==> config.mk <==
export PLATFORM = sky130hd
export DESIGN_NAME = ctrlport_subsys
export DESIGN_NICKNAME = d
export VERILOG_FILES = /design/src/ctrlport_pkg.sv /design/src/ctrlport_reg_bank.sv /design/src/ctrlport_req_tracker.sv /design/src/ctrlport_resp_combiner.sv /design/src/ctrlport_subsys.sv
export VERILOG_INCLUDE_DIRS = /design/src /design/src/src
export SDC_FILE = /design/constraint.sdc
export NUM_CORES = 1
export LEC_CHECK = 0
export BUFFER_PORTS_ARGS = -buffer_cell sky130_fd_sc_hd__buf_2
export CORE_MARGIN = 4
export CORE_UTILIZATION = 60
export DETAILED_ROUTE_END_ITERATION = 8
export HOLD_SLACK_MARGIN = 0.03
export PLACE_DENSITY = 0.8
export SYNTH_ARGS = -nofsm -noshare
export SYNTH_HDL_FRONTEND = slang
export SYNTH_SLANG_ARGS = --single-unit
export TNS_END_PERCENT = 10
==> constraint.sdc <==
create_clock -name s_ctrlport -period 5 [get_ports s_ctrlport]
set_clock_uncertainty 0.1 [all_clocks]
set_input_delay 0.25 -clock s_ctrlport [delete_from_list [all_inputs] [get_ports s_ctrlport]]
set_output_delay 0.25 -clock s_ctrlport [all_outputs]
set_load 0.1 [all_outputs]
==> src/ctrlport_params.svh <==
// Control-port subsystem parameters
// Bus widths, bank count, bank window span and request timeout

`ifndef CTRLPORT_PARAMS_SVH
`define CTRLPORT_PARAMS_SVH

//------------------------------------------------------------
// Bus widths
//------------------------------------------------------------
// Byte address width of the control-port request
`define CTRLPORT_ADDR_W 20
// Width of write and read data words
`define CTRLPORT_DATA_W 32
// One byte enable per data byte
`define CTRLPORT_BE_W (`CTRLPORT_DATA_W / 8)

//------------------------------------------------------------
// Address map and timing
//------------------------------------------------------------
// Number of register banks hanging off the request broadcast
`define CTRLPORT_NUM_BANKS 4
// Size of each bank window in bytes, bank i starts at i times this value
`define CTRLPORT_BANK_SPAN 16
// Cycles to wait for a bank ack before answering with an error
`define CTRLPORT_TIMEOUT 8

`endif

==> src/ctrlport_pkg.sv <==
// Control-port package
// Response status encoding shared by tracker, banks, combiner and top level

`default_nettype none

package ctrlport_pkg;

  // Status returned with every ack
  // The encodings follow the usual control-port response codes
  typedef enum logic [1:0] {
    // Access completed normally
    sts_okay   = 2'd0,
    // Command not allowed at this address, e.g. a write to a read-only word
    sts_cmderr = 2'd1,
    // Timestamp error, reserved here and never produced
    sts_tserr  = 2'd2,
    // No slave answered the request
    sts_slverr = 2'd3
  } ctrlport_status_t;

endpackage

`default_nettype wire

==> src/ctrlport_reg_bank.sv <==
// Control-port register bank
// Three byte-writable registers and a read-only ID word inside one
// address window selected by the bank index

`timescale 1ns/1ps
`default_nettype none
`include "ctrlport_params.svh"

module ctrlport_reg_bank #(
  parameter int bank_index = 0
) (
  input  wire logic                          s_ctrlport,
  input  wire logic                          arst_n,
  // Broadcast request from the tracker
  input  wire logic                          bank_req_wr,
  input  wire logic                          bank_req_rd,
  input  wire logic [`CTRLPORT_ADDR_W-1:0]   bank_req_addr,
  input  wire logic [`CTRLPORT_DATA_W-1:0]   bank_req_data,
  input  wire logic [`CTRLPORT_BE_W-1:0]     bank_req_byte_en,
  // Response, only meaningful while ack is high
  output logic                               ack,
  output ctrlport_pkg::ctrlport_status_t     status,
  output logic      [`CTRLPORT_DATA_W-1:0]   data
);

  import ctrlport_pkg::*;

  // Low address bits that select a byte inside the window
  localparam int span_lsb = $clog2(`CTRLPORT_BANK_SPAN);
  localparam int num_regs = 3;
  // Identification word read back at offset 12
  localparam logic [`CTRLPORT_DATA_W-1:0] id_word =
    32'hB0A0_0000 + `CTRLPORT_DATA_W'(bank_index);

  logic [`CTRLPORT_DATA_W-1:0] regs [num_regs];
  logic [`CTRLPORT_DATA_W-1:0] rd_word;
  logic [span_lsb-3:0]         word_idx;
  logic                        in_window;
  logic                        hit;
  logic                        is_id;

  //------------------------------------------------------------
  // Address decode
  //------------------------------------------------------------
  // Upper address bits must equal the bank index for this bank to answer
  assign in_window = bank_req_addr[`CTRLPORT_ADDR_W-1:span_lsb] ==
                     (`CTRLPORT_ADDR_W - span_lsb)'(bank_index);
  assign hit       = in_window && (bank_req_wr || bank_req_rd);
  // Word offset inside the window, byte lane bits are ignored
  assign word_idx  = bank_req_addr[span_lsb-1:2];
  // The last word of the window is the ID word
  assign is_id     = (word_idx == '1);

  // Read mux over the writable registers and the ID word
  always_comb begin
    case (word_idx)
      2'd0:    rd_word = regs[0];
      2'd1:    rd_word = regs[1];
      2'd2:    rd_word = regs[2];
      default: rd_word = id_word;
    endcase
  end

  //------------------------------------------------------------
  // Registers and ack
  //------------------------------------------------------------
  // Writes update only the enabled byte lanes of the addressed register
  always_ff @(posedge s_ctrlport or negedge arst_n) begin
    if (!arst_n) begin
      ack <= 1'b0;
      for (int r = 0; r < num_regs; r++) begin
        regs[r] <= '0;
      end
    end else begin
      ack <= hit;
      for (int r = 0; r < num_regs; r++) begin
        if (hit && bank_req_wr && word_idx == 2'(r)) begin
          for (int b = 0; b < `CTRLPORT_BE_W; b++) begin
            if (bank_req_byte_en[b]) begin
              regs[r][8*b +: 8] <= bank_req_data[8*b +: 8];
            end
          end
        end
      end
    end
  end

  // Writes to the ID word are refused, reads return data and writes return zero
  always_ff @(posedge s_ctrlport) begin
    if (hit) begin
      status <= (bank_req_wr && is_id) ? sts_cmderr : sts_okay;
      data   <= bank_req_rd ? rd_word : '0;
    end
  end

  // Every request strobe lasts one cycle, so neither does any ack
  a_ack_single_cycle: assert property (
    @(posedge s_ctrlport) disable iff (!arst_n)
    ack |=> !ack
  );

endmodule

`default_nettype wire

==> src/ctrlport_req_tracker.sv <==
// Control-port request tracker
// Registers each master request and broadcasts it to all banks,
// then times out requests that no bank acknowledges

`timescale 1ns/1ps
`default_nettype none
`include "ctrlport_params.svh"

module ctrlport_req_tracker (
  input  wire logic                          s_ctrlport,
  input  wire logic                          arst_n,
  // Master request strobes and payload
  input  wire logic                          req_wr,
  input  wire logic                          req_rd,
  input  wire logic [`CTRLPORT_ADDR_W-1:0]   req_addr,
  input  wire logic [`CTRLPORT_DATA_W-1:0]   req_data,
  input  wire logic [`CTRLPORT_BE_W-1:0]     req_byte_en,
  // Registered response seen by the master, closes the request
  input  wire logic                          resp_ack,
  // Broadcast to every bank
  output logic                               bank_req_wr,
  output logic                               bank_req_rd,
  output logic      [`CTRLPORT_ADDR_W-1:0]   bank_req_addr,
  output logic      [`CTRLPORT_DATA_W-1:0]   bank_req_data,
  output logic      [`CTRLPORT_BE_W-1:0]     bank_req_byte_en,
  // Error response injected when no bank answers in time
  output logic                               timeout_ack,
  output ctrlport_pkg::ctrlport_status_t     timeout_status
);

  import ctrlport_pkg::*;

  // Counter must hold TIMEOUT+1, the value it reaches while resp_ack is in flight
  localparam int cnt_w = $clog2(`CTRLPORT_TIMEOUT + 2);

  logic             busy;
  logic [cnt_w-1:0] cycle_cnt;
  logic             req_strobe;

  assign req_strobe = req_wr | req_rd;

  //------------------------------------------------------------
  // Request broadcast
  //------------------------------------------------------------
  // Payload is captured on the strobe and only looked at while a strobe is out
  always_ff @(posedge s_ctrlport) begin
    if (req_strobe) begin
      bank_req_addr    <= req_addr;
      bank_req_data    <= req_data;
      bank_req_byte_en <= req_byte_en;
    end
  end

  // Strobes are delayed by one cycle so the banks see them with the payload
  // The count restarts at zero in the cycle the banks receive the request
  always_ff @(posedge s_ctrlport or negedge arst_n) begin
    if (!arst_n) begin
      bank_req_wr <= 1'b0;
      bank_req_rd <= 1'b0;
      busy        <= 1'b0;
      cycle_cnt   <= '0;
    end else begin
      bank_req_wr <= req_wr;
      bank_req_rd <= req_rd;
      if (req_strobe) begin
        busy      <= 1'b1;
        cycle_cnt <= '0;
      end else if (resp_ack) begin
        busy      <= 1'b0;
        cycle_cnt <= '0;
      end else if (busy && cycle_cnt <= cnt_w'(`CTRLPORT_TIMEOUT)) begin
        cycle_cnt <= cycle_cnt + cnt_w'(1);
      end
    end
  end

  //------------------------------------------------------------
  // Timeout response
  //------------------------------------------------------------
  // One-cycle pulse, the combiner adds one more cycle so the master sees
  // the error TIMEOUT+2 cycles after its strobe
  assign timeout_ack    = busy && (cycle_cnt == cnt_w'(`CTRLPORT_TIMEOUT));
  assign timeout_status = timeout_ack ? sts_slverr : sts_okay;

  // The master must hold off until the previous response has come back
  a_no_strobe_while_busy: assert property (
    @(posedge s_ctrlport) disable iff (!arst_n)
    req_strobe |-> (!busy || resp_ack)
  );

  // A request is either a write or a read, never both
  a_single_strobe: assert property (
    @(posedge s_ctrlport) disable iff (!arst_n)
    !(req_wr && req_rd)
  );

endmodule

`default_nettype wire

==> src/ctrlport_resp_combiner.sv <==
// Control-port response combiner
// Masks every bank response and the timeout response with its own ack,
// ORs them together and registers the result for the master

`timescale 1ns/1ps
`default_nettype none
`include "ctrlport_params.svh"

module ctrlport_resp_combiner (
  input  wire logic                                                s_ctrlport,
  input  wire logic                                                arst_n,
  // Responses of all banks
  input  wire logic [`CTRLPORT_NUM_BANKS-1:0]                      bank_ack,
  input  var  ctrlport_pkg::ctrlport_status_t [`CTRLPORT_NUM_BANKS-1:0] bank_status,
  input  wire logic [`CTRLPORT_NUM_BANKS-1:0][`CTRLPORT_DATA_W-1:0] bank_data,
  // Error response from the tracker, it always carries zero data
  input  wire logic                                                timeout_ack,
  input  var  ctrlport_pkg::ctrlport_status_t                      timeout_status,
  // Registered response to the master
  output logic                                                     resp_ack,
  output ctrlport_pkg::ctrlport_status_t                           resp_status,
  output logic      [`CTRLPORT_DATA_W-1:0]                         resp_data
);

  import ctrlport_pkg::*;

  logic                            comb_ack;
  logic [$bits(ctrlport_status_t)-1:0] comb_status;
  logic [`CTRLPORT_DATA_W-1:0]     comb_data;

  // Sources that did not ack contribute all zeros to the OR
  always_comb begin
    comb_ack    = timeout_ack;
    comb_status = timeout_ack ? timeout_status : '0;
    comb_data   = '0;
    for (int i = 0; i < `CTRLPORT_NUM_BANKS; i++) begin
      comb_ack    = comb_ack | bank_ack[i];
      comb_status = comb_status | (bank_ack[i] ? bank_status[i] : '0);
      comb_data   = comb_data | (bank_ack[i] ? bank_data[i] : '0);
    end
  end

  // Output register breaks the path from the bank decoders to the master
  always_ff @(posedge s_ctrlport or negedge arst_n) begin
    if (!arst_n) begin
      resp_ack <= 1'b0;
    end else begin
      resp_ack <= comb_ack;
    end
  end

  always_ff @(posedge s_ctrlport) begin
    resp_status <= ctrlport_status_t'(comb_status);
    resp_data   <= comb_data;
  end

  // The OR is only a valid merge while a single source answers
  a_one_source: assert property (
    @(posedge s_ctrlport) disable iff (!arst_n)
    $onehot0({timeout_ack, bank_ack})
  );

endmodule

`default_nettype wire

==> src/ctrlport_subsys.sv <==
// Control-port register subsystem top level
// Request tracker, a generated row of register banks and the response combiner

`timescale 1ns/1ps
`default_nettype none
`include "ctrlport_params.svh"

module ctrlport_subsys (
  input  wire logic                          s_ctrlport,
  input  wire logic                          arst_n,
  // Master request
  input  wire logic                          req_wr,
  input  wire logic                          req_rd,
  input  wire logic [`CTRLPORT_ADDR_W-1:0]   req_addr,
  input  wire logic [`CTRLPORT_DATA_W-1:0]   req_data,
  input  wire logic [`CTRLPORT_BE_W-1:0]     req_byte_en,
  // Master response
  output logic                               resp_ack,
  output ctrlport_pkg::ctrlport_status_t     resp_status,
  output logic      [`CTRLPORT_DATA_W-1:0]   resp_data
);

  import ctrlport_pkg::*;

  // Request broadcast from the tracker to every bank
  logic                        bank_req_wr;
  logic                        bank_req_rd;
  logic [`CTRLPORT_ADDR_W-1:0] bank_req_addr;
  logic [`CTRLPORT_DATA_W-1:0] bank_req_data;
  logic [`CTRLPORT_BE_W-1:0]   bank_req_byte_en;

  // One response slot per bank plus the timeout source
  logic [`CTRLPORT_NUM_BANKS-1:0]                       bank_ack;
  ctrlport_status_t [`CTRLPORT_NUM_BANKS-1:0]           bank_status;
  logic [`CTRLPORT_NUM_BANKS-1:0][`CTRLPORT_DATA_W-1:0] bank_data;
  logic                                                 timeout_ack;
  ctrlport_status_t                                     timeout_status;

  ctrlport_req_tracker u_req_tracker (
    .s_ctrlport       (s_ctrlport),
    .arst_n           (arst_n),
    .req_wr           (req_wr),
    .req_rd           (req_rd),
    .req_addr         (req_addr),
    .req_data         (req_data),
    .req_byte_en      (req_byte_en),
    .resp_ack         (resp_ack),
    .bank_req_wr      (bank_req_wr),
    .bank_req_rd      (bank_req_rd),
    .bank_req_addr    (bank_req_addr),
    .bank_req_data    (bank_req_data),
    .bank_req_byte_en (bank_req_byte_en),
    .timeout_ack      (timeout_ack),
    .timeout_status   (timeout_status)
  );

  // Each bank decodes its own window, so all of them see the same request
  for (genvar i = 0; i < `CTRLPORT_NUM_BANKS; i++) begin : gen_bank
    ctrlport_reg_bank #(
      .bank_index (i)
    ) u_reg_bank (
      .s_ctrlport       (s_ctrlport),
      .arst_n           (arst_n),
      .bank_req_wr      (bank_req_wr),
      .bank_req_rd      (bank_req_rd),
      .bank_req_addr    (bank_req_addr),
      .bank_req_data    (bank_req_data),
      .bank_req_byte_en (bank_req_byte_en),
      .ack              (bank_ack[i]),
      .status           (bank_status[i]),
      .data             (bank_data[i])
    );
  end

  ctrlport_resp_combiner u_resp_combiner (
    .s_ctrlport     (s_ctrlport),
    .arst_n         (arst_n),
    .bank_ack       (bank_ack),
    .bank_status    (bank_status),
    .bank_data      (bank_data),
    .timeout_ack    (timeout_ack),
    .timeout_status (timeout_status),
    .resp_ack       (resp_ack),
    .resp_status    (resp_status),
    .resp_data      (resp_data)
  );

endmodule

`default_nettype wire

==> out/qor.yml <==
cts_root_buf: "clkbuf_16"
cts_tree: "yes"
fillers: 2842
post_cts_resized: 0
post_cts_buffers: 0
clk_latency_ns: 0.63
p_clk_frac: 0.462
ys_seq_elements: 616
dr.pass1.iters: 5
period_share: 0.731
multi_input_area_sq_mm: 0.00948
cts.sinks: 616
clk_pin_slew_ns: 0.06
core_sq_mm: 0.0431
gp_congestion: 0.739
grt_pass1_vias: 16417
cp_top_family: "simple AND/OR/NAND/NOR gates"
grt_max_degree: 133
grt_use_met1: 0.338
synthToLayoutAreaGrowth_pct: 14.2
syn-num-nets: 1850
fp.dieArea_sq_mm: 0.0470
p_leak_nw: 13.4
holdWs_ns: 0.141
cp_data_required_time_ns: 5.39
fin_nets: 1959
cp-end-kind: "flop"
crit_type: "reg2reg"
die_h_um: 217
vias_per_cell: 5.98
netlist_instances: 1788
synth-warning-count: 0
ys_seq_area_frac: 0.619
avgSynthCellArea_sq_um: 14.6
cp-start-kind: "flop"
final_common_cell: "mux2_2"
switching_power_mw: 2.31
comb_power_share: 0.038
relSlewSlack: 0.187
portBuffers: 92
dp_cells: 2363
powerDensity_mw_per_mm2: 358
diodes: 0
grt_pass1_wl_um: 93300
cpPeakStageDelay_ns: 0.86
busiest_layer: "met2"
seq_power_share: 0.499
crit_arrival_ns: 4.04
cp_max_fo: 64
cts_buffers: 60
r2r_cells: 6
globalRoute.totalOverflow: 0
switching_share: 0.216
clock.fmax_ghz: 0.274
synth_cell_types: 40
fin_cells: 2534
row_count: 76
hold_viol_final: 0
slowest_stage: "nor4_4"
period_needed_ns: 3.66
groute.usage.overall: 0.254
drc_errors: 0
synthesis.area_sq_mm: 0.0261
hp-class: "in2async"
clk_path_buf_depth: 3
initial_core_util: 0.607
cap_violations: 0
drive_above_1_share: 0.360
crit_top_cell: "buf_4"
slew_violations: 0
outcome: "completed"
met3_usage: 0.0450
cp_num_cells: 6
vias: 15150
antenna_found_initial: 0
die_w_um: 217
path_cells: "nor2_1 -> nand4bb_4 -> buf_4 -> buf_4 -> nor4_4 -> mux2_2"
wl_per_cell_um: 23.1
cts.htree.levels: 2
grt_use_met2: 0.425
drt-total-wl_um: 58600
drtAntennaViolNets: 0
final_cell_mix: "mux2_2 (400), dfrtp_1 (395), edfxtp_1 (186), nand2_1 (143), mux2i_1 (105)"
rsz0062_at_grt: "false"
regArea_sq_mm: 0.0162
critical_path_buf_inv_count: 2
worstMarginPinSlew_ns: 1.21
hpwl_um: 32300
vdd_drop_max_v: 0.000307
setup-violations-final: 0
fin_setup_tns_ns: 0
drtIter0Drc: 1300
power.internal_mw: 8.37
ios: 95
-- cells by family after synthesis --
| kind of cell | Yosys count | share of synthesized area |
|---|---|---|
| flops | 616 | 0.619 |
| fa+ha+maj | 2 | 0.000958 |
| buf+inv | 131 | 0.0204 |
| xor+xnor | 2 | 0.000670 |
| simple gates | 326 | 0.0915 |
| compound gates | 198 | 0.0503 |
| mux | 513 | 0.217 |
-- cell type report --
class,count,area share
multi-input cells,1041,0.317
repair buffers,173,0.0422
clock inverters,23,0.0136
well taps,585,0.0245
clock buffers,91,0.0596
flip-flops and latches,616,0.542
inverters,5,0.000629
-- cell usage after synthesis --
cell type | n | area share
nand2b_1 | 2 | 0.00048
o221a_2 | 24 | 0.010
buf_6 | 1 | 0.00043
a21oi_1 | 1 | 0.00019
nand2_1 | 143 | 0.021
xnor2_1 | 1 | 0.00034
nor3b_1 | 2 | 0.00057
a21o_1 | 1 | 0.00029
buf_12 | 1 | 0.00077
or4_1 | 1 | 0.00029
edfxtp_1 | 186 | 0.21
nor3_1 | 1 | 0.00019
o21a_1 | 1 | 0.00029
clkbuf_1 | 99 | 0.014
mux2i_1 | 105 | 0.040
a22oi_1 | 66 | 0.019
ha_1 | 2 | 0.00096
nand3_1 | 4 | 0.00077
o21ai_0 | 104 | 0.020
inv_1 | 5 | 0.00072
mux2_4 | 8 | 0.0046
xor2_1 | 1 | 0.00034
or2_2 | 2 | 0.00048
buf_1 | 15 | 0.0022
nor4_4 | 48 | 0.039
nor4_1 | 4 | 0.00096
nand3b_1 | 2 | 0.00057
dfrtp_1 | 396 | 0.38
nand4_1 | 1 | 0.00024
nor2_1 | 7 | 0.0010
and2_1 | 104 | 0.025
dfxtp_1 | 34 | 0.026
mux2_2 | 400 | 0.17
nor2b_1 | 2 | 0.00048
o211ai_1 | 1 | 0.00029
buf_2 | 8 | 0.0015
nand4bb_1 | 1 | 0.00043
or3_1 | 1 | 0.00024
buf_4 | 2 | 0.00057
and3_1 | 1 | 0.00024
-- through the flow --
step	area (sq um)	utilization	setup WS, ns	power, mW
after floorplan	26100	-	0.682	5.60
after global routing	29800	0.693	1.21	11.0
after CTS	29800	0.693	1.35	10.7
after detailed placement	27100	0.629	1.36	5.80
after global placement	27100	0.629	1.44	5.79
final	29800	0.693	1.34	10.7
-- flip-flops by register name (all words and copies together), names as in the netlist, 18 cells and up --
register	flops
gen_bank.u_reg_bank.regs	384
gen_bank.u_reg_bank.data	128
u_req_tracker.bank_req_data	32
u_resp_combiner.resp_data	32
u_req_tracker.bank_req_addr	18
-- worst paths after layout --
path                                                                   start                                          end  slack [ns]
worst max-delay path                     u_req_tracker.bank_req_rd$_DFF_PN0_  gen_bank[1].u_reg_bank.regs[56]$_DFFE_PN0P_        1.34
worst max register to register           u_req_tracker.bank_req_rd$_DFF_PN0_  gen_bank[1].u_reg_bank.regs[56]$_DFFE_PN0P_        1.34
min in group s_ctrlport                                               req_wr          u_req_tracker.bank_req_wr$_DFF_PN0_        0.22
max in group asynchronous                                             arst_n   gen_bank[1].u_reg_bank.regs[5]$_DFFE_PN0P_        3.40
worst min-delay path                                                  arst_n  gen_bank[0].u_reg_bank.regs[58]$_DFFE_PN0P_        0.14
worst min register to register  gen_bank[1].u_reg_bank.data[1]$_SDFFCE_PN0P_         u_resp_combiner.resp_data[1]$_DFF_P_        0.36
-- routing by layer --
layer,up-vias,wire length [um]
li1,6723,-
met1,7823,23900
met2,477,29200
met3,127,3580
met4,0,1900
met5,-,0
-- power by group through the flow --
| stage | clock network (mW) | logic [mW] | registers [mW] |
|---|---|---|---|
| 4_1_cts | 4.98 | 0.413 | 5.33 |
| 3_3_place_gp | 0 | 0.370 | 5.42 |
| 5_1_grt | 5.23 | 0.439 | 5.34 |
| 2_1_floorplan | 0 | 0.261 | 5.34 |
| 6_report | 4.94 | 0.410 | 5.33 |
| 3_5_place_dp | 0 | 0.378 | 5.43 |
-- what timing repair did --
action / CTS / global route
endpoints found under the hold margin: 149 / 0
hold buffers: 57 / 0
setup endpoints to repair: 0 / 0
(Power assumes the default switching activity.)
